**config.mk**
```make
export PLATFORM = sky130hd
export DESIGN_NAME = soc_bus_decode
export DESIGN_NICKNAME = d
export VERILOG_FILES = /design/src/soc_pkg.sv /design/src/soc_bus_decode.sv
export SDC_FILE = /design/constraint.sdc
export NUM_CORES = 1
export LEC_CHECK = 0
export BUFFER_PORTS_ARGS = -buffer_cell sky130_fd_sc_hd__buf_2
export CORE_AREA = 2 2 96 98
export DETAILED_ROUTE_END_ITERATION = 8
export DIE_AREA = 0 0 98 100
export GPL_ROUTABILITY_DRIVEN = 1
export PLACE_DENSITY_LB_ADDON = 0.05
export SYNTH_ARGS = -nofsm -noshare
export SYNTH_HDL_FRONTEND = slang
export SYNTH_SLANG_ARGS = --single-unit
```
**constraint.sdc**
```tcl
create_clock -name clk_i -period 3.2 [get_ports clk_i]
set_clock_uncertainty 0.05 [all_clocks]
set_input_delay 0.64 -clock clk_i [delete_from_list [all_inputs] [get_ports clk_i]]
set_output_delay 0.64 -clock clk_i [all_outputs]
set_load 0.02 [all_outputs]
```
**src/soc_pkg.sv**
```systemverilog
// ####################################################################
// shared widths, address map and bus types of the mini SoC
// L2 and mailbox windows are fixed here and must not overlap
// addresses are byte addresses, all accesses are full 32-bit words
// the two low address bits are ignored by every target
// ####################################################################

`default_nettype none

package soc_pkg;

  localparam int unsigned ADDR_W = 32;
  localparam int unsigned DATA_W = 32;

  typedef logic [ADDR_W-1:0] addr_t;
  typedef logic [DATA_W-1:0] data_t;

  // L2 memory window, 256 words
  localparam addr_t       L2_BASE  = 32'h0000_0000;
  localparam int unsigned L2_WORDS = 256;
  localparam addr_t       L2_SPAN  = addr_t'(L2_WORDS * 4);

  typedef logic [7:0] l2_idx_t;

  // mailbox window, four word registers
  localparam addr_t       MBOX_BASE  = 32'h0001_0000;
  localparam addr_t       MBOX_SPAN  = 32'd16;
  localparam int unsigned MBOX_DEPTH = 8;

  // status word layout, count sits in the low bits
  localparam int unsigned STAT_FULL_BIT  = 8;
  localparam int unsigned STAT_EMPTY_BIT = 9;

  typedef logic [3:0] mbox_cnt_t;

  // register index is the word offset inside the window
  typedef enum logic [1:0] {
    MBOX_DATA   = 2'd0,
    MBOX_STATUS = 2'd1,
    MBOX_THRESH = 2'd2,
    MBOX_IRQ_EN = 2'd3
  } mbox_reg_e;

  typedef enum logic [1:0] {
    TGT_NONE = 2'd0,
    TGT_L2   = 2'd1,
    TGT_MBOX = 2'd2
  } tgt_e;

  typedef struct packed {
    addr_t addr;
    logic  we;
    data_t wdata;
  } soc_req_t;

  typedef struct packed {
    data_t rdata;
    logic  err;
  } soc_rsp_t;

  typedef struct packed {
    mbox_reg_e reg_sel;
    logic      we;
    data_t     wdata;
  } mbox_acc_t;

  typedef struct packed {
    l2_idx_t idx;
    logic    we;
    data_t   wdata;
  } l2_acc_t;

endpackage

`default_nettype wire
```
**src/soc_bus_decode.sv**
```systemverilog
// ####################################################################
// single-initiator bus decoder with a fixed one-cycle response
// every strobe is accepted, there is no back-pressure
// targets must answer exactly one cycle after their select
// unmapped addresses answer err with zero read data
// ####################################################################

`timescale 1ns/1ps
`default_nettype none

module soc_bus_decode import soc_pkg::*; (
  input  logic      clk_i,
  input  logic      rst_n_i,
  input  logic      req_valid_i,
  input  soc_req_t  req_i,
  output logic      l2_sel_o,
  output l2_acc_t   l2_acc_o,
  input  data_t     l2_rdata_i,
  output logic      mbox_sel_o,
  output mbox_acc_t mbox_acc_o,
  input  soc_rsp_t  mbox_rsp_i,
  output logic      rsp_valid_o,
  output soc_rsp_t  rsp_o
);

  addr_t l2_off;
  addr_t mbox_off;
  tgt_e  tgt;
  tgt_e  tgt_q;
  logic  rsp_valid_q;

  // an address below a base wraps to a large offset and misses
  assign l2_off   = req_i.addr - L2_BASE;
  assign mbox_off = req_i.addr - MBOX_BASE;

  always_comb begin
    if (l2_off < L2_SPAN) begin
      tgt = TGT_L2;
    end else if (mbox_off < MBOX_SPAN) begin
      tgt = TGT_MBOX;
    end else begin
      tgt = TGT_NONE;
    end
  end

  assign l2_sel_o       = req_valid_i && (tgt == TGT_L2);
  assign l2_acc_o.idx   = l2_off[2 +: $bits(l2_idx_t)];
  assign l2_acc_o.we    = req_i.we;
  assign l2_acc_o.wdata = req_i.wdata;

  assign mbox_sel_o         = req_valid_i && (tgt == TGT_MBOX);
  assign mbox_acc_o.reg_sel = mbox_reg_e'(mbox_off[3:2]);
  assign mbox_acc_o.we      = req_i.we;
  assign mbox_acc_o.wdata   = req_i.wdata;

  // remember who owes the answer
  always_ff @(posedge clk_i or negedge rst_n_i) begin
    if (!rst_n_i) begin
      rsp_valid_q <= 1'b0;
      tgt_q       <= TGT_NONE;
    end else begin
      rsp_valid_q <= req_valid_i;
      tgt_q       <= req_valid_i ? tgt : TGT_NONE;
    end
  end

  assign rsp_valid_o = rsp_valid_q;

  always_comb begin
    case (tgt_q)
      TGT_L2: begin
        rsp_o.rdata = l2_rdata_i;
        rsp_o.err   = 1'b0;
      end
      TGT_MBOX: rsp_o = mbox_rsp_i;
      default: begin
        rsp_o.rdata = '0;
        rsp_o.err   = 1'b1;
      end
    endcase
  end

  // routing needs a known address on every strobe
  a_addr_known: assert property (@(posedge clk_i) disable iff (!rst_n_i)
    req_valid_i |-> !$isunknown({req_i.addr, req_i.we}));

endmodule

`default_nettype wire

```
==> results of run 1 <==
## worst max-delay path, cell delays in order (launching register included)
cell     delay, ps
dfrtp_1        370
inv_1           60
ha_1           450
buf_4          290
a22oi_1        130
nor2_1         110
buf_2          170
## cells by family after synthesis
family	Yosys count	share of synthesized area (%)
flip-flops	3	6.22
adder cells (fa/ha/maj)	2	2.07
multiplexers	1	0.829
AND/OR/NAND/NOR	45	17.8
AO/OA/AOI/OAI	32	19.9
XOR/XNOR	1	0.726
buffers and inverters	90	52.4
## state kept, by name (all words and copies together) (netlist names)
signal,flops
rsp_valid_o,1
tgt_q,2
## cells in the mapped netlist
cell      count
buf_4        76
nor2_1       33
a22oi_1      32
buf_2         8
clkbuf_1      3
dfrtp_1       3
inv_1         3
nand3_1       3
nor3_1        3
ha_1          2
nor4_1        2
nor4_2        2
mux2i_1       1
nor4b_1       1
nor4b_2       1
xor2_1        1
## metal layers
metal | vias to the layer above | routed length [um]
li1 | 633 | -
met1 | 576 | 1500
met2 | 101 | 2500
met3 | 34 | 548
met4 | 0 | 119
met5 | - | 0
## power by group
group / switching, uW / internal [uW] / leakage, uW
clock network: 25.9 / 85.0 / 0.0000228
registers: 0.241 / 38.8 / 0.0000396
logic: 28.0 / 46.2 / 0.000666
total: 54.1 / 170 / 0.000729
## cell type report
cell class / instances / area [sq um]
flip-flops and latches: 3 / 75.1
clock buffers: 4 / 45.0
multi-input cells: 81 / 499
inverters: 3 / 11.3
repair buffers: 141 / 716
well taps: 111 / 139
fillers: 1054 / 7400
## per-stage QoR
step	utilization [%]	cells	setup slack [ps]	instance area, sq um	hold WS [ps]
floorplan	-	174	934	1210	294
global placement	16.2	339	761	1440	394
global route	16.7	343	498	1490	164
finish	16.7	343	702	1490	165
detailed placement	16.2	339	809	1440	396
CTS	16.7	343	647	1490	162
## worst max-delay path by stage
stage,from,end,slack [ps],depth (start not counted)
final,tgt_q[0]$_DFF_PN0_,rsp_o[3],700,6
after global routing,tgt_q[0]$_DFF_PN0_,rsp_o[12],500,6
after CTS,tgt_q[0]$_DFF_PN0_,rsp_o[3],650,6
after detailed placement,req_i[63],mbox_sel_o,810,5
after global placement,req_i[63],mbox_sel_o,760,5
after floorplan,req_i[63],mbox_sel_o,930,3
==> impl_metrics.py, run 1 <==
metrics = {
    "clock_network": {
        "clk_pin_slew_worst_paths_ps": 30,
        "cts_made_buffers": 3,
        "cts-root-buf": "clkbuf_8",
        "ctsHoldBuffers": 0,
        "cts_tree": "done",
        "cts_sinks": 3,
        "post_cts_resized": 0,
        "postCtsSetupRepairBufs": 0,
        "htreeDepth": 1,
        "clockBufferDepth": 2,
    },
    "setup_path": {
        "worstSetupPathType": "reg -> out",
        "critPathCaptureType": "output pin",
        "cp-start-kind": "register",
        "worst-path-max-fanout": 12,
        "cp_data_required_time_ps": 2510,
        "arrival_ps": 1810,
    },
    "sta": {
        "worst_pin_slew_ps": 491,
        "rsz0062_at_grt": "false",
        "relSlewSlack_pct": 67.2,
        "fin_crit_sh_pct": 78.0,
        "hold_viol_final": 0,
        "fmax_mhz": 400,
        "fin_tns_setup_ps": 0,
        "finalMaxSlewViolations": 0,
        "period_needed_ps": 2500,
        "setup_viol": 0,
    },
    "floorplanning": {
        "design.portCount": 245,
        "rows": 35,
        "die_height_um": 100,
        "start_util_pct": 13.6,
        "die_area_sq_um": 9800,
        "die_w_um": 98,
        "core_sq_um": 8890,
    },
    "grt": {
        "grt_overflow": 0,
        "antenna_found_initial": 0,
        "track_usage_pct": 8.67,
        "grt-busiest-layer": "met2",
        "grtUsageMet3_pct": 2.58,
        "grt_max_degree": 29,
        "groute.layer.met2.usage_pct": 17.4,
        "grt_pass1_vias": 1345,
        "grt_pass1_wl_mm": 6.86,
        "grt.met1_usage_pct": 8.10,
    },
    "final_layout": {
        "syn_to_final_growth_pct": 23.0,
        "num-nets-final": 368,
        "layout_common_cells": "buf_2, nor2_1, a22oi_1",
        "final_common_cell": "buf_2",
        "num_antenna_cells": 0,
        "drive_gt1_share_pct": 63.4,
    },
    "route": {
        "num_vias": 1344,
        "postRouteAntennaNets": 0,
        "drt_iter0_drc": 35,
        "viasPerCell": 3.92,
        "drcViolationCount": 0,
        "wl_per_cell_um": 13.6,
        "routed_wirelength_mm": 4.66,
        "drt_first_pass_iters": 4,
    },
    "synthesis": {
        "synth_seq_cells": 3,
        "synthCells": 174,
        "seq_area_frac_synth_pct": 6.22,
        "synth_top_area_share_pct": 47.3,
        "avgSynthCellArea_sq_um": 6.94,
        "netlist_area_sq_um": 1210,
        "yosysTopAreaCell": "buf_4",
        "synth_area_leaders": "buf_4, a22oi_1, nor2_1",
        "ys_warn_count": 0,
        "synth_cell_type_count": 16,
        "syn_nets": 309,
    },
    "hold_path": {
        "hp-class": "in -> async",
    },
    "power": {
        "power.density_nw_per_um2": 151,
        "ir_drop_mv": 0.116,
        "power_uw": 224,
        "p_leak_uw": 0.000729,
    },
    "placed_design": {
        "hpwl_mm": 3.91,
        "io_buffers": 137,
        "place_congestion": 0.657,
    },
    "status": {
        "status": "complete, no violations",
    },
    "flow_run": {
        "max_cap_viol_count": 0,
    },
}
Note: power is estimated with default switching activity, not from simulation.
==> inputs of run 2 (changes only) <==
- CORE_AREA: 2 2 96 98 -> 2 2 94 96
- DIE_AREA: 0 0 98 100 -> 0 0 96 98
- clock period: 3.2 -> 2.5 ns (I/O delays scaled with it)
==> run 2 against run 1 <==
Hold slack got worse by 140 ps. Cell count fell by 1.2%. Via count fell by 1.5%. First-iteration DRC count fell by 26%. Clock-buffer cell count did not move. Largest power group unchanged. Sequential cell count did not move. Power rose by 27%. Critical path depth did not move. Core utilization rose by 1.0 points.
==> impl_metrics.py, run 2 (synthesis gave the netlist of run 1 again) <==
metrics = {
    "status": {
        "status": "complete, no violations",
    },
    "final_layout": {
        "instances_no_fill": 339,
        "layout_common_cells": "buf_2, nor2_1, a22oi_1",
        "largest_reg_flops": 2,
        "drive_gt1_share_pct": 63.2,
        "regMostFlops": "tgt_q",
        "fin_util_pct": 17.7,
        "num-nets-final": 367,
        "num_antenna_cells": 0,
        "final_common_cell": "buf_2",
        "syn_to_final_growth_pct": 24.1,
    },
    "grt": {
        "grt_pass1_wl_mm": 6.73,
        "grt_overflow": 0,
        "grt_pass1_vias": 1281,
        "grt_max_degree": 34,
        "track_usage_pct": 9.24,
        "antenna_found_initial": 0,
    },
    "route": {
        "drt_first_pass_iters": 4,
        "viasPerCell": 3.91,
        "drt_iter0_drc": 26,
        "wl_per_cell_um": 14.2,
        "routed_wirelength_mm": 4.81,
        "drcViolationCount": 0,
        "num_vias": 1324,
        "postRouteAntennaNets": 0,
    },
    "clock_network": {
        "htreeDepth": 1,
        "postCtsSetupRepairBufs": 0,
        "post_cts_resized": 0,
        "ctsHoldBuffers": 0,
        "cts_tree": "done",
        "cts-root-buf": "clkbuf_8",
        "clk_pin_slew_worst_paths_ps": 30,
        "cts_sinks": 3,
        "clockBufferDepth": 2,
        "cts_made_buffers": 3,
    },
    "sta": {
        "period_needed_ps": 2160,
        "worst_pin_slew_ps": 370,
        "fin_hold_ws_ps": 26.1,
        "setup_viol": 0,
        "finalMaxSlewViolations": 0,
        "fmax_mhz": 463,
        "relSlewSlack_pct": 75.3,
        "rsz0062_at_grt": "false",
        "fin_tns_setup_ps": 0,
        "hold_viol_final": 0,
        "fin_crit_sh_pct": 86.3,
    },
    "setup_path": {
        "critPathCaptureType": "output pin",
        "crit_chain": "inv_1, ha_1, buf_4, a22oi_1, nor2_1, buf_2",
        "crit_slowest_cell": "dfrtp_1",
        "worst-path-max-fanout": 33,
        "cpLargestDelayFamily": "buffers and inverters",
        "worstSetupPathType": "reg -> out",
        "cp_data_required_time_ps": 1950,
        "arrival_ps": 1610,
        "cp-start-kind": "register",
        "cp_num_buf_inv": 3,
        "max_stage_delay_ps": 380,
    },
    "power": {
        "ir_drop_mv": 0.136,
        "power.density_nw_per_um2": 189,
        "power_uw": 284,
        "p_leak_uw": 0.000732,
    },
    "floorplanning": {
        "die_area_sq_um": 9410,
        "die_w_um": 96,
        "design.portCount": 245,
        "die_height_um": 98,
        "core_sq_um": 8470,
        "rows": 34,
        "start_util_pct": 14.3,
    },
    "placed_design": {
        "io_buffers": 137,
        "dp.cells": 335,
        "place_congestion": 0.666,
        "hpwl_mm": 4.06,
    },
    "flow_run": {
        "max_cap_viol_count": 0,
    },
    "hold_path": {
        "hp-class": "in -> async",
    },
}
## run 2: cell count changes in the layout (fill, tap and decap cells not counted), sizes merged
| cell | change |
|---|---|
| buf | -1 |
## run 2: worst paths after layout
check	start	endpoint	slack, ps	cells past startpoint
min in group clk_i	req_valid_i	rsp_valid_o$_DFF_PN0_	360	1
max	tgt_q[1]$_DFF_PN0_	rsp_o[8]	340	6
max in group asynchronous	rst_n_i	tgt_q[0]$_DFF_PN0_	2270	1
min	rst_n_i	tgt_q[1]$_DFF_PN0_	30	1
## run 2: metal layers
layer / wire [um] / global-route usage, % / up-vias
met3: 539 / 2.47 / 29
met2: 2600 / 17.6 / 97
met5: 0 / 0 / -
met1: 1460 / 8.27 / 568
met4: 215 / 5.71 / 0
li1: - / - / 630
## run 2: final cells by class
class,count,area [sq um]
clock buffer,4,45.0
fill,994,6970
inverter,3,11.3
multi-input combinational,81,499
sequential,3,75.1
tap,108,135
timing repair buffer,140,733
## run 2: report_power, final
| group | switching (uW) | internal [uW] |
|---|---|---|
| logic | 35.7 | 59.1 |
| registers | 0.216 | 49.7 |
| clock network | 30.7 | 109 |
| total | 66.6 | 217 |
## run 2: through the flow
| stage | instance area, sq um | setup WS, ps |
|---|---|---|
| floorplan | 1210 | 514 |
| global placement | 1450 | 316 |
| detailed placement | 1450 | 369 |
| CTS | 1500 | 284 |
| global route | 1500 | 151 |
| finish | 1500 | 342 |
==> inputs of run 3 (changes only) <==
- BUFFER_PORTS_ARGS: -buffer_cell sky130_fd_sc_hd__buf_2 -> not set
- CORE_AREA: 2 2 94 96 -> 2 2 95 97
- DIE_AREA: 0 0 96 98 -> 0 0 97 99
- DONT_BUFFER_PORTS: not set -> 1
==> run 3 against run 2 <==
Global-route usage down 2.2 points. Maximum frequency is 1.1% higher. Combinational power down 92%. Sequential cell count unchanged. Wire length is 20% lower. Die area rose by 2.1%.
==> impl_metrics.py, run 3 (synthesis gave the netlist of run 1 again) <==
metrics = {
    "status": {
        "status": "complete, no violations",
    },
    "sta": {
        "hold_viol_final": 0,
        "worst_pin_slew_ps": 396,
        "fmax_mhz": 469,
        "fin_crit_sh_pct": 85.4,
        "rsz0062_at_grt": "false",
        "relSlewSlack_pct": 73.6,
        "layout_setup_ws_ps": 366,
        "period_needed_ps": 2130,
        "setup_viol": 0,
        "fin_tns_setup_ps": 0,
        "finalMaxSlewViolations": 0,
    },
    "final_layout": {
        "final_common_cell": "buf_4",
        "drive_gt1_share_pct": 34.8,
        "largest_reg_flops": 2,
        "syn_to_final_growth_pct": -9.84,
        "regMostFlops": "tgt_q",
        "layout_common_cells": "buf_4, nor2_1, a22oi_1",
        "num_antenna_cells": 0,
        "fill_cells": 997,
        "num-nets-final": 268,
    },
    "placed_design": {
        "hpwl_mm": 3.27,
        "io_buffers": 0,
        "place_ws_ps": 557,
        "place_congestion": 0.683,
    },
    "hold_path": {
        "holdPathStages": 0,
        "hp-class": "in -> reg",
        "min_from": "req_valid_i",
    },
    "route": {
        "postRouteAntennaNets": 0,
        "routed_wirelength_mm": 3.86,
        "wl_per_cell_um": 16.1,
        "viasPerCell": 4.22,
        "drcViolationCount": 0,
        "drt_iter0_drc": 50,
        "num_vias": 1013,
        "drt_first_pass_iters": 4,
    },
    "floorplanning": {
        "die_height_um": 99,
        "rows": 34,
        "start_util_pct": 14.1,
        "die_w_um": 97,
        "core_sq_um": 8550,
        "die_area_sq_um": 9600,
        "design.portCount": 245,
    },
    "setup_path": {
        "arrival_ps": 1580,
        "critPathCaptureType": "output pin",
        "worst-path-stages": 4,
        "cp-start-kind": "register",
        "cp_data_required_time_ps": 1950,
        "worstSetupPathType": "reg -> out",
        "cp_num_buf_inv": 2,
        "crit_chain": "ha_1, buf_12, nor2_1, buf_4",
        "cpLargestDelayFamily": "adder cells",
        "worst-path-max-fanout": 22,
        "max_stage_delay_ps": 540,
        "crit_slowest_cell": "ha_1",
        "critPathLaunch": "tgt_q[1]$_DFF_PN0_",
    },
    "grt": {
        "track_usage_pct": 7.07,
        "grt_pass1_wl_mm": 5.62,
        "antenna_found_initial": 0,
        "grt_max_degree": 24,
        "grt_pass1_vias": 1032,
        "grt_overflow": 0,
    },
    "power": {
        "p_leak_uw": 0.000340,
        "power.density_nw_per_um2": 182,
        "ir_drop_mv": 0.339,
    },
    "clock_network": {
        "cts_tree": "done",
        "cts-root-buf": "clkbuf_8",
        "htreeDepth": 1,
        "clk_pin_slew_worst_paths_ps": 30,
        "cts_made_buffers": 3,
        "cts_sinks": 3,
        "clockBufferDepth": 2,
        "postCtsSetupRepairBufs": 0,
    },
    "flow_run": {
        "max_cap_viol_count": 0,
    },
}
[run 3: final timing paths]
check                      slack, ps                    end
worst max-delay path             370              rsp_o[24]
worst min-delay path             260  rsp_valid_o$_DFF_PN0_
max in group asynchronous       1760     tgt_q[1]$_DFF_PN0_
min in group asynchronous        490     tgt_q[0]$_DFF_PN0_
[run 3: area by class of cell]
class | instances | area [sq um] | area share [%]
Inverter | 3 | 11.3 | 1.03
Tap cell | 108 | 135 | 12.4
Clock buffer | 4 | 45.0 | 4.14
Timing Repair Buffer | 41 | 323 | 29.7
Multi-Input combinational cell | 81 | 499 | 45.9
Sequential cell | 3 | 75.1 | 6.90
[run 3: report_power, final]
| group | leakage [uW] | switching, uW | internal (uW) |
|---|---|---|---|
| Sequential | 0.0000396 | 1.44 | 49.8 |
| Clock | 0.0000228 | 30.1 | 109 |
| Combinational | 0.000278 | 2.64 | 5.25 |
| Total | 0.000340 | 34.2 | 164 |
[run 3: what timing repair did]
action	4_1_cts	5_1_grt
gates resized for setup	0	0
hold buffers	1	0
hold endpoints to repair	3	0
[run 3: layer usage]
layer  GRT usage, %  wire (um)  up-vias
met5              0          0        -
met4           3.58        173        0
met3           2.91        497       30
met2           11.7       1900      109
met1           7.84       1290      443
li1               -          -      431
[run 3: metrics by stage]
stage               util [%]  hold slack [ps]  total power, uW  cells  cell area, sq um
global route            12.7              254              210    240              1090
detailed placement      12.1              155             57.6    235              1030
global placement        12.1              155             57.7    235              1030
CTS                     12.7              262              201    240              1090
finish                  12.7              265              198    240              1090
floorplan                  -              154              235    174              1210
