File: src/soc_pkg.sv
// ####################################################################
// shared widths, address map and bus types of the mini SoC
// L2 and mailbox windows are fixed here and must not overlap
// addresses are byte addresses, all accesses are full 32-bit words
// the two low address bits are ignored by every target
// ####################################################################

`default_nettype none

package soc_pkg;

  localparam int unsigned ADDR_W = 32;
  localparam int unsigned DATA_W = 32;

  typedef logic [ADDR_W-1:0] addr_t;
  typedef logic [DATA_W-1:0] data_t;

  // L2 memory window, 256 words
  localparam addr_t       L2_BASE  = 32'h0000_0000;
  localparam int unsigned L2_WORDS = 256;
  localparam addr_t       L2_SPAN  = addr_t'(L2_WORDS * 4);

  typedef logic [7:0] l2_idx_t;

  // mailbox window, four word registers
  localparam addr_t       MBOX_BASE  = 32'h0001_0000;
  localparam addr_t       MBOX_SPAN  = 32'd16;
  localparam int unsigned MBOX_DEPTH = 8;

  // status word layout, count sits in the low bits
  localparam int unsigned STAT_FULL_BIT  = 8;
  localparam int unsigned STAT_EMPTY_BIT = 9;

  typedef logic [3:0] mbox_cnt_t;

  // register index is the word offset inside the window
  typedef enum logic [1:0] {
    MBOX_DATA   = 2'd0,
    MBOX_STATUS = 2'd1,
    MBOX_THRESH = 2'd2,
    MBOX_IRQ_EN = 2'd3
  } mbox_reg_e;

  typedef enum logic [1:0] {
    TGT_NONE = 2'd0,
    TGT_L2   = 2'd1,
    TGT_MBOX = 2'd2
  } tgt_e;

  typedef struct packed {
    addr_t addr;
    logic  we;
    data_t wdata;
  } soc_req_t;

  typedef struct packed {
    data_t rdata;
    logic  err;
  } soc_rsp_t;

  typedef struct packed {
    mbox_reg_e reg_sel;
    logic      we;
    data_t     wdata;
  } mbox_acc_t;

  typedef struct packed {
    l2_idx_t idx;
    logic    we;
    data_t   wdata;
  } l2_acc_t;

endpackage

`default_nettype wire
File: src/mbox_fifo.sv
// ####################################################################
// mailbox storage, 8-entry circular buffer
// callers must not push while full or pop while empty
// push and pop in one cycle keep the count unchanged
// head_o shows the oldest entry, undefined while empty
// ####################################################################

`timescale 1ns/1ps
`default_nettype none

module mbox_fifo import soc_pkg::*; (
  input  logic      clk_i,
  input  logic      rst_n_i,
  input  logic      push_i,
  input  data_t     push_data_i,
  input  logic      pop_i,
  output data_t     head_o,
  output mbox_cnt_t count_o,
  output logic      full_o,
  output logic      empty_o
);

  localparam int unsigned PTR_W = $clog2(MBOX_DEPTH);

  data_t            mem [MBOX_DEPTH];
  logic [PTR_W-1:0] wr_ptr_q;
  logic [PTR_W-1:0] rd_ptr_q;
  mbox_cnt_t        count_q;

  always_ff @(posedge clk_i) begin
    if (push_i) begin
      mem[wr_ptr_q] <= push_data_i;
    end
  end

  // pointers wrap on their own, depth is a power of 2
  always_ff @(posedge clk_i or negedge rst_n_i) begin
    if (!rst_n_i) begin
      wr_ptr_q <= '0;
      rd_ptr_q <= '0;
      count_q  <= '0;
    end else begin
      if (push_i) begin
        wr_ptr_q <= wr_ptr_q + 1'b1;
      end
      if (pop_i) begin
        rd_ptr_q <= rd_ptr_q + 1'b1;
      end
      case ({push_i, pop_i})
        2'b10:   count_q <= count_q + 1'b1;
        2'b01:   count_q <= count_q - 1'b1;
        default: count_q <= count_q;
      endcase
    end
  end

  assign head_o  = mem[rd_ptr_q];
  assign count_o = count_q;
  assign full_o  = (count_q == mbox_cnt_t'(MBOX_DEPTH));
  assign empty_o = (count_q == '0);

  // guarding lives in the register block
  a_no_overflow: assert property (@(posedge clk_i) disable iff (!rst_n_i)
    push_i |-> !full_o);
  a_no_underflow: assert property (@(posedge clk_i) disable iff (!rst_n_i)
    pop_i |-> !empty_o);

endmodule

`default_nettype wire

File: config.mk
export PLATFORM = sky130hd
export DESIGN_NAME = mbox_fifo
export DESIGN_NICKNAME = d
export VERILOG_FILES = /design/src/soc_pkg.sv /design/src/mbox_fifo.sv
export SDC_FILE = /design/constraint.sdc
export NUM_CORES = 1
export LEC_CHECK = 0
export ABC_AREA = 1
export BUFFER_PORTS_ARGS = -buffer_cell sky130_fd_sc_hd__buf_4
export CORE_ASPECT_RATIO = 0.75
export CORE_MARGIN = 4
export CORE_UTILIZATION = 45
export CTS_CLUSTER_SIZE = 28
export DETAILED_ROUTE_END_ITERATION = 6
export GPL_TIMING_DRIVEN = 0
export REMOVE_ABC_BUFFERS = 1
export SLEW_MARGIN = 20
export SYNTH_ARGS = -nofsm -noshare
export SYNTH_HDL_FRONTEND = slang
export SYNTH_SLANG_ARGS = --single-unit
File: constraint.sdc
create_clock -name clk_i -period 6.7 [get_ports clk_i]
set_clock_uncertainty 0.1 [all_clocks]
set_input_delay 0.335 -clock clk_i [delete_from_list [all_inputs] [get_ports clk_i]]
set_output_delay 0.335 -clock clk_i [all_outputs]
set_load 0.02 [all_outputs]
==> impl_metrics.toml, run 1 <==
[cells_and_area]
fin_util_pct = 54.8
layout_commonest_cell = "edfxtp_1"
nFillCells = 1899
final_cell_mix = "edfxtp_1 (256), nor2_1 (130), nand2_1 (120)"
layout.nets = 940
area_delta_synth_final_pct = 19.8
drive_gt1_share_pct = 15.0
diodes = 0

[worst_setup_path]
timing.rr.end = "mem[0][23]$_DFFE_PP_"
reg2reg_slack_ns = 4.61
path_depth = 7
cp_slowest_stage_delay_ns = 0.77
cp-start-kind = "flip-flop"
crit_arrival_ns = 3.21
r2r-start = "wr_ptr_q[0]$_DFFE_PN0P_"
cp.required_ns = 6.26
reg2regPathDepth = 3
crit_top_cell = "nand2_1"
path_buf_inv = 3
cp_max_fo = 128
path_delay_family = "buffers and inverters"
end_kind = "primary output"
slowest_stage = "dfrtp_4"
criticalPathCategory = "flip-flop to primary output"
crit_chain = "buf_16, inv_6, o21ai_0, o22ai_1, nand2_1, nand2_1, buf_4"

[global_route]
overflow = 0
grt_pass1_wl_microns = 35500
antenna_found_initial = 0
grt_pass1_vias = 6129
track_usage_pct = 17.5
grt_max_degree = 129

[synthesis]
avgSynthCellArea_sq_um = 13.1
yosysWarnings = 0
yosysSeqAreaShare_pct = 75.5
netlist-cell-type-count = 23
syn_inst = 800
netlist_area_sq_um = 10500
synth_seq_cells = 266

[die]
die_y_microns = 140
io_pins = 74
die_area_sq_um = 25900
core_sq_um = 23000
die_w_microns = 185
rows = 48
initial_utilization_pct = 45.7

[detailed_routing]
wl_per_cell_microns = 18.7
drt-pass1-iter-count = 5
via_count = 6369
drt_iter0_drc = 452
drc_errors = 0
detail-route-antenna-nets = 0
via_per_inst = 5.25
wl_microns = 22600

[timing]
worstMarginPinSlew_ns = 1.07
maxSlewHeadroom_pct = 28.8
tns_ns = 0
min_period_ns = 3.64
drv_slew = 0
rsz0062_at_grt = "no"
hold_viol = 0
post-route-period-util_pct = 54.4
max_freq_mhz = 274
setup_violations = 0

[min_path]
hold_class = "input pin to asynchronous set/reset pin"

[power]
total_power_uw = 5530
p_leak_uw = 0.00441
ir_worst_vdd_v = 0.000301
power_density_nw_per_um2 = 439

[clock_tree]
cts_tree = "yes"
cts_max_level = 1
clk_latency_ns = 0.51
cts_inserted_buffers = 25
clockBufferDepth = 3
cts-root-buf = "clkbuf_16"
clkTransAtPathRegs_ns = 0.06
cts.sinks = 266

[placement]
hpwl_microns = 12100
portBuffers = 73
place_congestion = 0.764

[flow_run]
maxCapViolCount = 0

[status]
status = "finished clean"
[cells in the mapped netlist, drive strengths merged]
master	number	share of area, %
xor2	4	0.33
dfrtp	10	2.4
ha	5	0.59
nor3	1	0.048
clkbuf	18	0.64
a21oi	1	0.048
edfxtp	256	73
buf	31	2.3
nor4	1	0.060
or2	1	0.060
xnor2	2	0.17
nor2	138	4.9
nand2	120	4.3
nand3	3	0.14
inv	13	0.49
o22ai	64	3.8
o21ai	132	6.6
[worst reg2reg max path: cells and delay by family, from the launching register on]
family	cells	cell delay, ns
AND/OR/NAND/NOR	2	1.02
flip-flops	1	0.42
buffers and inverters	1	0.24
[stage by stage]
stage	std cells	setup WS [ns]	instance area (sq um)	hold slack, ns
global route	1214	2.89	12600	0.0925
floorplan	751	2.63	10200	-0.0606
CTS	1214	3.10	12600	0.0852
global placement	1124	0.137	11100	0.0749
detailed placement	1137	3.65	11500	0.0756
finish	1214	3.06	12600	0.0963
[registers in the layout, summed over array words and instances (netlist names)]
register / flops
mem: 256
rd_ptr_q: 3
count_o: 4
wr_ptr_q: 3
[logic make-up (layout without fill, tap and decap cells)]
kind of cell	after synthesis	count (layout)	share of synthesized area, %
DFF	266	266	75.5
and+or+nand+nor	264	264	9.52
AOI/OAI and AO/OA	197	197	10.5
buffers and inverters	62	176	3.45
xor gates and xnor gates	6	6	0.500
adders and majority gates	5	5	0.595
[repair_timing]
action                                 CTS  global route
buffers inserted                         0             0
endpoints found under the hold margin  269             0
gates resized for setup                  0             0
hold buffers                            35             0
[routing by layer]
layer | track usage, % | wire length, microns | vias to the layer above
li1 | - | - | 3103
met1 | 25.6 | 10500 | 3077
met2 | 28.2 | 10700 | 156
met3 | 2.88 | 1090 | 33
met4 | 3.23 | 401 | 0
met5 | 0 | 0 | -
[power by group]
part	internal, uW	leakage, uW	switching (uW)
logic	753	0.00162	1310
clock network	718	0.000349	562
registers	2030	0.00244	162
[worst max-delay path by stage]
stage | start | end
after floorplan | rd_ptr_q[0]$_DFFE_PN0P_ | head_o[0]
after global placement | rd_ptr_q[0]$_DFFE_PN0P_ | head_o[31]
after detailed placement | rd_ptr_q[0]$_DFFE_PN0P_ | head_o[31]
after CTS | rd_ptr_q[0]$_DFFE_PN0P_ | head_o[31]
after global routing | rd_ptr_q[0]$_DFFE_PN0P_ | head_o[31]
final | rd_ptr_q[0]$_DFFE_PN0P_ | head_o[31]
[final cells by class]
class | count | area [sq um] | area share [%]
clock inverters | 10 | 66.3 | 0.526
repair buffers | 121 | 1230 | 9.73
well taps | 300 | 375 | 2.98
clock buffers | 32 | 652 | 5.17
flip-flops and latches | 266 | 7950 | 63.1
multi-input cells | 472 | 2280 | 18.1
inverters | 13 | 56.3 | 0.447
Note: power is estimated with default switching activity, not from simulation.
==> run 2, diff against run 1 <==
- ABC_AREA: 1 -> 0
- clock period: 6.7 -> 3.5 ns (I/O delays scaled with it)
==> run 2 against run 1 <==
Non-clock buffer count is 9 higher. Critical endpoint is now head_o[1]. Core utilization is 2.0 points higher. Clock power is 110% higher. Register-to-register slack worse by 3.2 ns. Critical path depth is 3 lower. Worst setup slack worse by 2.6 ns. Sequential share of layout area is 0.29 points lower.
==> impl_metrics.toml, run 2 <==
[clock_tree]
ctsResizeCount = 0
clockBufferDepth = 3
clkTransAtPathRegs_ns = 0.06
cts.sinks = 266
clk_latency_ns = 0.51
cts_inserted_buffers = 25
cts_tree = "yes"
cts_max_level = 1
cts_setup_buffers = 0
cts-root-buf = "clkbuf_16"

[worst_setup_path]
slowest_stage = "dfrtp_4"
cp-start-kind = "flip-flop"
end_kind = "primary output"
criticalPathCategory = "flip-flop to primary output"
crit_arrival_ns = 2.80
cp.required_ns = 3.22
cp_max_fo = 37
crit_chain = "buf_16, mux4_1, mux2_2, buf_4"
cp_slowest_stage_delay_ns = 0.83

[cells_and_area]
layout.nets = 604
layout_commonest_cell = "edfxtp_1"
fin_util_pct = 56.8
drive_gt1_share_pct = 36.8
diodes = 0
nFillCells = 1601
largest_register_ffs = 256
area_delta_synth_final_pct = 23.0
final_cell_mix = "edfxtp_1 (256), buf_4 (80), mux4_2 (39)"
final_area_sq_um = 12700
regMostFlops = "mem"

[power]
p_leak_uw = 0.00427
ir_worst_vdd_v = 0.000403
power_density_nw_per_um2 = 825
total_power_uw = 10400

[global_route]
gr-usage-met1_pct = 20.9
overflow = 0
antenna_found_initial = 0
grtUsageMet3_pct = 2.88
busiest_layer = "met2"
grt_pass1_vias = 5064
grt_max_degree = 42
grt_pass1_wl_microns = 29700
track_usage_pct = 15.1
grtUsageMet2_pct = 25.5

[die]
die_w_microns = 183
initial_utilization_pct = 46.2
io_pins = 74
die_y_microns = 139
die_area_sq_um = 25400
rows = 47
core_sq_um = 22300

[detailed_routing]
drt_iter0_drc = 348
via_count = 4644
wl_per_cell_microns = 21.6
drt-pass1-iter-count = 5
via_per_inst = 5.31
drc_errors = 0
wl_microns = 18900
detail-route-antenna-nets = 0

[timing]
post-route-period-util_pct = 87.8
maxSlewHeadroom_pct = 52.4
drv_slew = 0
worstMarginPinSlew_ns = 0.713
tns_ns = 0
max_freq_mhz = 326
setup_violations = 0
hold_slack_ns = 0.328
rsz0062_at_grt = "no"
hold_viol = 0
min_period_ns = 3.07

[synthesis]
async_flop_share_pct = 3.76
yosysTopAreaCell = "edfxtp_1"
synth_seq_cells = 266
synth_most_common_cell = "edfxtp_1"
synth_top_family_by_area = "multiplexers"
syn_inst = 424
yosysSeqAreaShare_pct = 77.1
synth_fa_ha_area_share_pct = 0.608
synth-compound-area-share_pct = 0.243
netlist_area_sq_um = 10300
synthFlopType = "edfxtp_1"
netlist-cell-type-count = 25
avgSynthCellArea_sq_um = 24.3
synth_commonest_cells = "edfxtp_1 (256), mux4_2 (39), mux2_2 (35)"
post_synth_and_or_nand_nor_area_fraction_pct = 1.07
synth.mux.area_fraction_pct = 18.7
synth-edff-count = 256
yosys-top-cells-area = "edfxtp_1 (75%), mux4_2 (8.5%), mux4_1 (6.4%), mux2_2 (3.8%), dfrtp_1 (2.4%)"
yosysWarnings = 0
yosysTopAreaCellShare_pct = 74.7
synth-xor-area-share_pct = 0.766

[placement]
place_congestion = 0.684
portBuffers = 73
placed_area_sq_um = 11500
hpwl_microns = 11500

[flow_run]
maxCapViolCount = 0

[status]
status = "finished clean"

[min_path]
hold_class = "input pin to flip-flop"
run 2: cell types whose count changed in the layout (fill, tap and decap cells not counted), sizes merged, moves of 11 or more:
cell and change:
inv -11, mux2 +35, mux4 +64, nand2 -116, nor2 -131, o21ai -132, o22ai -64
run 2: metal layers:
metal	share of wire (%)	up-vias
li1	-	2100
met1	43	2408
met2	50	110
met3	5.2	26
met4	1.7	0
met5	0	-
run 2: what timing repair did:
action / 4_1_cts / 5_1_grt
endpoints found under the setup margin: 0 / 0
hold buffers: 36 / 0
hold endpoints to repair: 272 / 0
run 2: area by class of cell:
class | instances | area [sq um] | share of cell area (%)
clock buffer | 30 | 644 | 5.09
tap | 294 | 368 | 2.91
multi-input combinational | 139 | 2260 | 17.9
sequential | 266 | 7950 | 62.8
inverter | 1 | 3.75 | 0.0297
timing repair buffer | 130 | 1270 | 10.1
clock inverter | 15 | 161 | 1.28
run 2: final timing paths:
check                                         from                 endpoint  slack (ns)  depth (start not counted)
min in group asynchronous                  rst_n_i   count_o[2]$_DFFE_PN0P_        0.59                          3
hold / removal                               pop_i  rd_ptr_q[0]$_DFFE_PN0P_        0.33                          3
hold reg to reg             count_o[3]$_DFFE_PN0P_   count_o[3]$_DFFE_PN0P_        0.42                          1
max in group asynchronous                  rst_n_i  rd_ptr_q[0]$_DFFE_PN0P_        2.34                          3
setup reg to reg           wr_ptr_q[1]$_DFFE_PN0P_     mem[0][23]$_DFFE_PP_        1.40                          5
setup / recovery           rd_ptr_q[0]$_DFFE_PN0P_                head_o[1]        0.43                          4
run 2: kinds of logic (layout without fill, tap and decap cells):
family                     after synthesis  in the layout
AOI/OAI and AO/OA                        4              4
buffers and inverters                   19            176
and+or+nand+nor                         22             22
xor gates and xnor gates                 9              9
muxes                                   99             99
DFF                                    266            266
adders and majority gates                5              5
run 2: power by group:
group	leakage [uW]	internal, uW	total [uW]	switching (uW)
clock network	0.000383	1540	2650	1110
logic	0.00145	1770	3390	1620
registers	0.00244	4010	4400	382
run 2: per-stage QoR:
step	setup WS [ns]	std cells
2_1_floorplan	-0.122	406
3_3_place_gp	-2.00	773
3_5_place_dp	0.924	794
4_1_cts	0.370	875
5_1_grt	0.279	875
6_report	0.429	875
run 2: worst max-delay path: cells and delay by family (launching register included):
kind	cells	cell delay (ns)
buffers and inverters	2	0.50
flip-flops	1	0.83
multiplexers	2	0.92
==> run 3, diff against run 2 <==
- GPL_TIMING_DRIVEN: 0 -> default
- clock period: 3.5 -> 3.6 ns (I/O delays scaled with it)
==> run 3 against run 2 <==
Routed wire length grew 0.74%. Flip-flop and latch count is the same. Register-to-register slack gained 0.09 ns. Critical path depth is the same. Worst setup slack gained 0.21 ns. Non-clock buffer count shrank 5. Worst hold slack lost 0.0017 ns. Count of clock-buffer cells in the layout grew 5. Clock power is essentially flat. Critical path type unchanged. Largest power group unchanged. Highest routed layer unchanged.
==> impl_metrics.toml, run 3 (same netlist as run 2, synthesis figures left out) <==
[status]
status = "finished clean"

[clock_tree]
clk_latency_ns = 0.51
cts_max_level = 1
cts_inserted_buffers = 26
hold_buffers = 36
cts_tree = "yes"
cts.sinks = 266
cts-root-buf = "clkbuf_16"
ctsResizeCount = 0
cts_setup_buffers = 0
clkTransAtPathRegs_ns = 0.06
clockBufferDepth = 3

[cells_and_area]
nFillCells = 1683
stdcell_count = 870
drive_gt1_share_pct = 36.3
final_cell_mix = "edfxtp_1 (256), buf_4 (87), mux4_2 (39)"
final_area_sq_um = 12500
seqCellArea_sq_um = 7940
multi_input_comb_area_sq_um = 2260
regMostFlops = "mem"
largest_register_ffs = 256
area_delta_synth_final_pct = 21.1
layout.nets = 600
layout_commonest_cell = "edfxtp_1"
diodes = 0

[detailed_routing]
wl_microns = 19000
wl_met2_microns = 9360
maxUsedRoutingLayer = "met4"
wl_per_cell_microns = 21.9
drc_errors = 0
detail-route-antenna-nets = 0
via_per_inst = 5.35
drt_iter0_drc = 283
met1Wirelength_microns = 8220
drt-pass1-iter-count = 4
via_count = 4654
dr_wl_met3_microns = 1120

[placement]
portBuffers = 73
place_ws_ns = 1.12
dp.cells = 789
hpwl_microns = 10800
place_congestion = 0.716
placed_area_sq_um = 11300

[worst_setup_path]
cp-start-kind = "flip-flop"
cp.required_ns = 3.32
criticalPathCategory = "flip-flop to primary output"
end_kind = "primary output"
r2r-start = "wr_ptr_q[0]$_DFFE_PN0P_"
cp_max_fo = 30
reg2reg_slack_ns = 1.49
reg2regPathDepth = 3
crit_arrival_ns = 2.68
timing.rr.end = "mem[6][9]$_DFFE_PP_"

[timing]
drv_slew = 0
fin_ws_ns = 0.638
post-route-period-util_pct = 82.3
rsz0062_at_grt = "no"
min_period_ns = 2.96
hold_viol = 0
max_freq_mhz = 338
setup_violations = 0
worstMarginPinSlew_ns = 1.00
maxSlewHeadroom_pct = 33.1

[global_route]
grt_pass1_wl_microns = 29700
overflow = 0
grt_pass1_vias = 4938
track_usage_pct = 15.2
grt_max_degree = 34
antenna_found_initial = 0

[min_path]
min_to = "wr_ptr_q[0]$_DFFE_PN0P_"
hold_class = "input pin to flip-flop"
hp-start = "push_i"
holdPathStages = 3

[die]
die_y_microns = 139
die_w_microns = 183
rows = 47
core_sq_um = 22300
io_pins = 74
die_area_sq_um = 25400
initial_utilization_pct = 46.2

[power]
p_leak_uw = 0.00421
power_density_nw_per_um2 = 805
ir_worst_vdd_v = 0.000428

[flow_run]
maxCapViolCount = 0
run 3: changes by cell type in the layout (fill, tap and decap cells not counted), sizes merged:
cell,delta
clkinvlp,-3
buf,-5
clkbuf,+5
clkinv,-2
run 3: how the worst max path moves through the flow:
stage | startpoint | to | slack [ns]
3_5_place_dp | rd_ptr_q[0]$_DFFE_PN0P_ | head_o[19] | 1.12
5_1_grt | rd_ptr_q[0]$_DFFE_PN0P_ | head_o[19] | 0.46
4_1_cts | rd_ptr_q[0]$_DFFE_PN0P_ | head_o[19] | 0.56
2_1_floorplan | rd_ptr_q[0]$_DFFE_PN0P_ | head_o[14] | -0.03
6_report | rd_ptr_q[0]$_DFFE_PN0P_ | head_o[19] | 0.64
3_3_place_gp | rd_ptr_q[0]$_DFFE_PN0P_ | head_o[19] | 1.14
run 3: per-layer routing:
layer	GRT usage [%]	vias to the layer above
li1	-	2080
met1	21.5	2431
met2	25.0	115
met3	3.38	28
met4	2.72	0
met5	0	-
run 3: critical path, cell delays in order, from the launching register on:
cell and delay (ns):
dfrtp_4 0.78, buf_12 0.32, mux4_1 0.59, mux2_2 0.29, buf_4 0.16
run 3: layout make-up:
| class | instances | area share, % |
|---|---|---|
| inverters | 1 | 0.0301 |
| repair buffers | 125 | 8.45 |
| clock buffers | 35 | 5.66 |
| well taps | 294 | 2.95 |
| multi-input cells | 139 | 18.1 |
| clock inverters | 10 | 1.03 |
| flip-flops and latches | 266 | 63.7 |
run 3: per-stage QoR:
stage / hold WS (ns) / util, % / setup TNS [ns] / power, uW
6_report: 0.327 / 55.9 / 0 / 10000
5_1_grt: 0.323 / 55.9 / 0 / 10600
4_1_cts: 0.308 / 55.9 / 0 / 10200
3_5_place_dp: -0.0785 / 50.6 / 0 / 7520
3_3_place_gp: -0.0833 / 50.6 / 0 / 7460
2_1_floorplan: -0.216 / - / -0.420 / 6290
run 3: power by group:
part           total [uW]  internal, uW  switching (uW)
clock network        2640          1590            1050
registers            4260          3900             354
logic                3140          1600            1540
total               10000          7090            2950
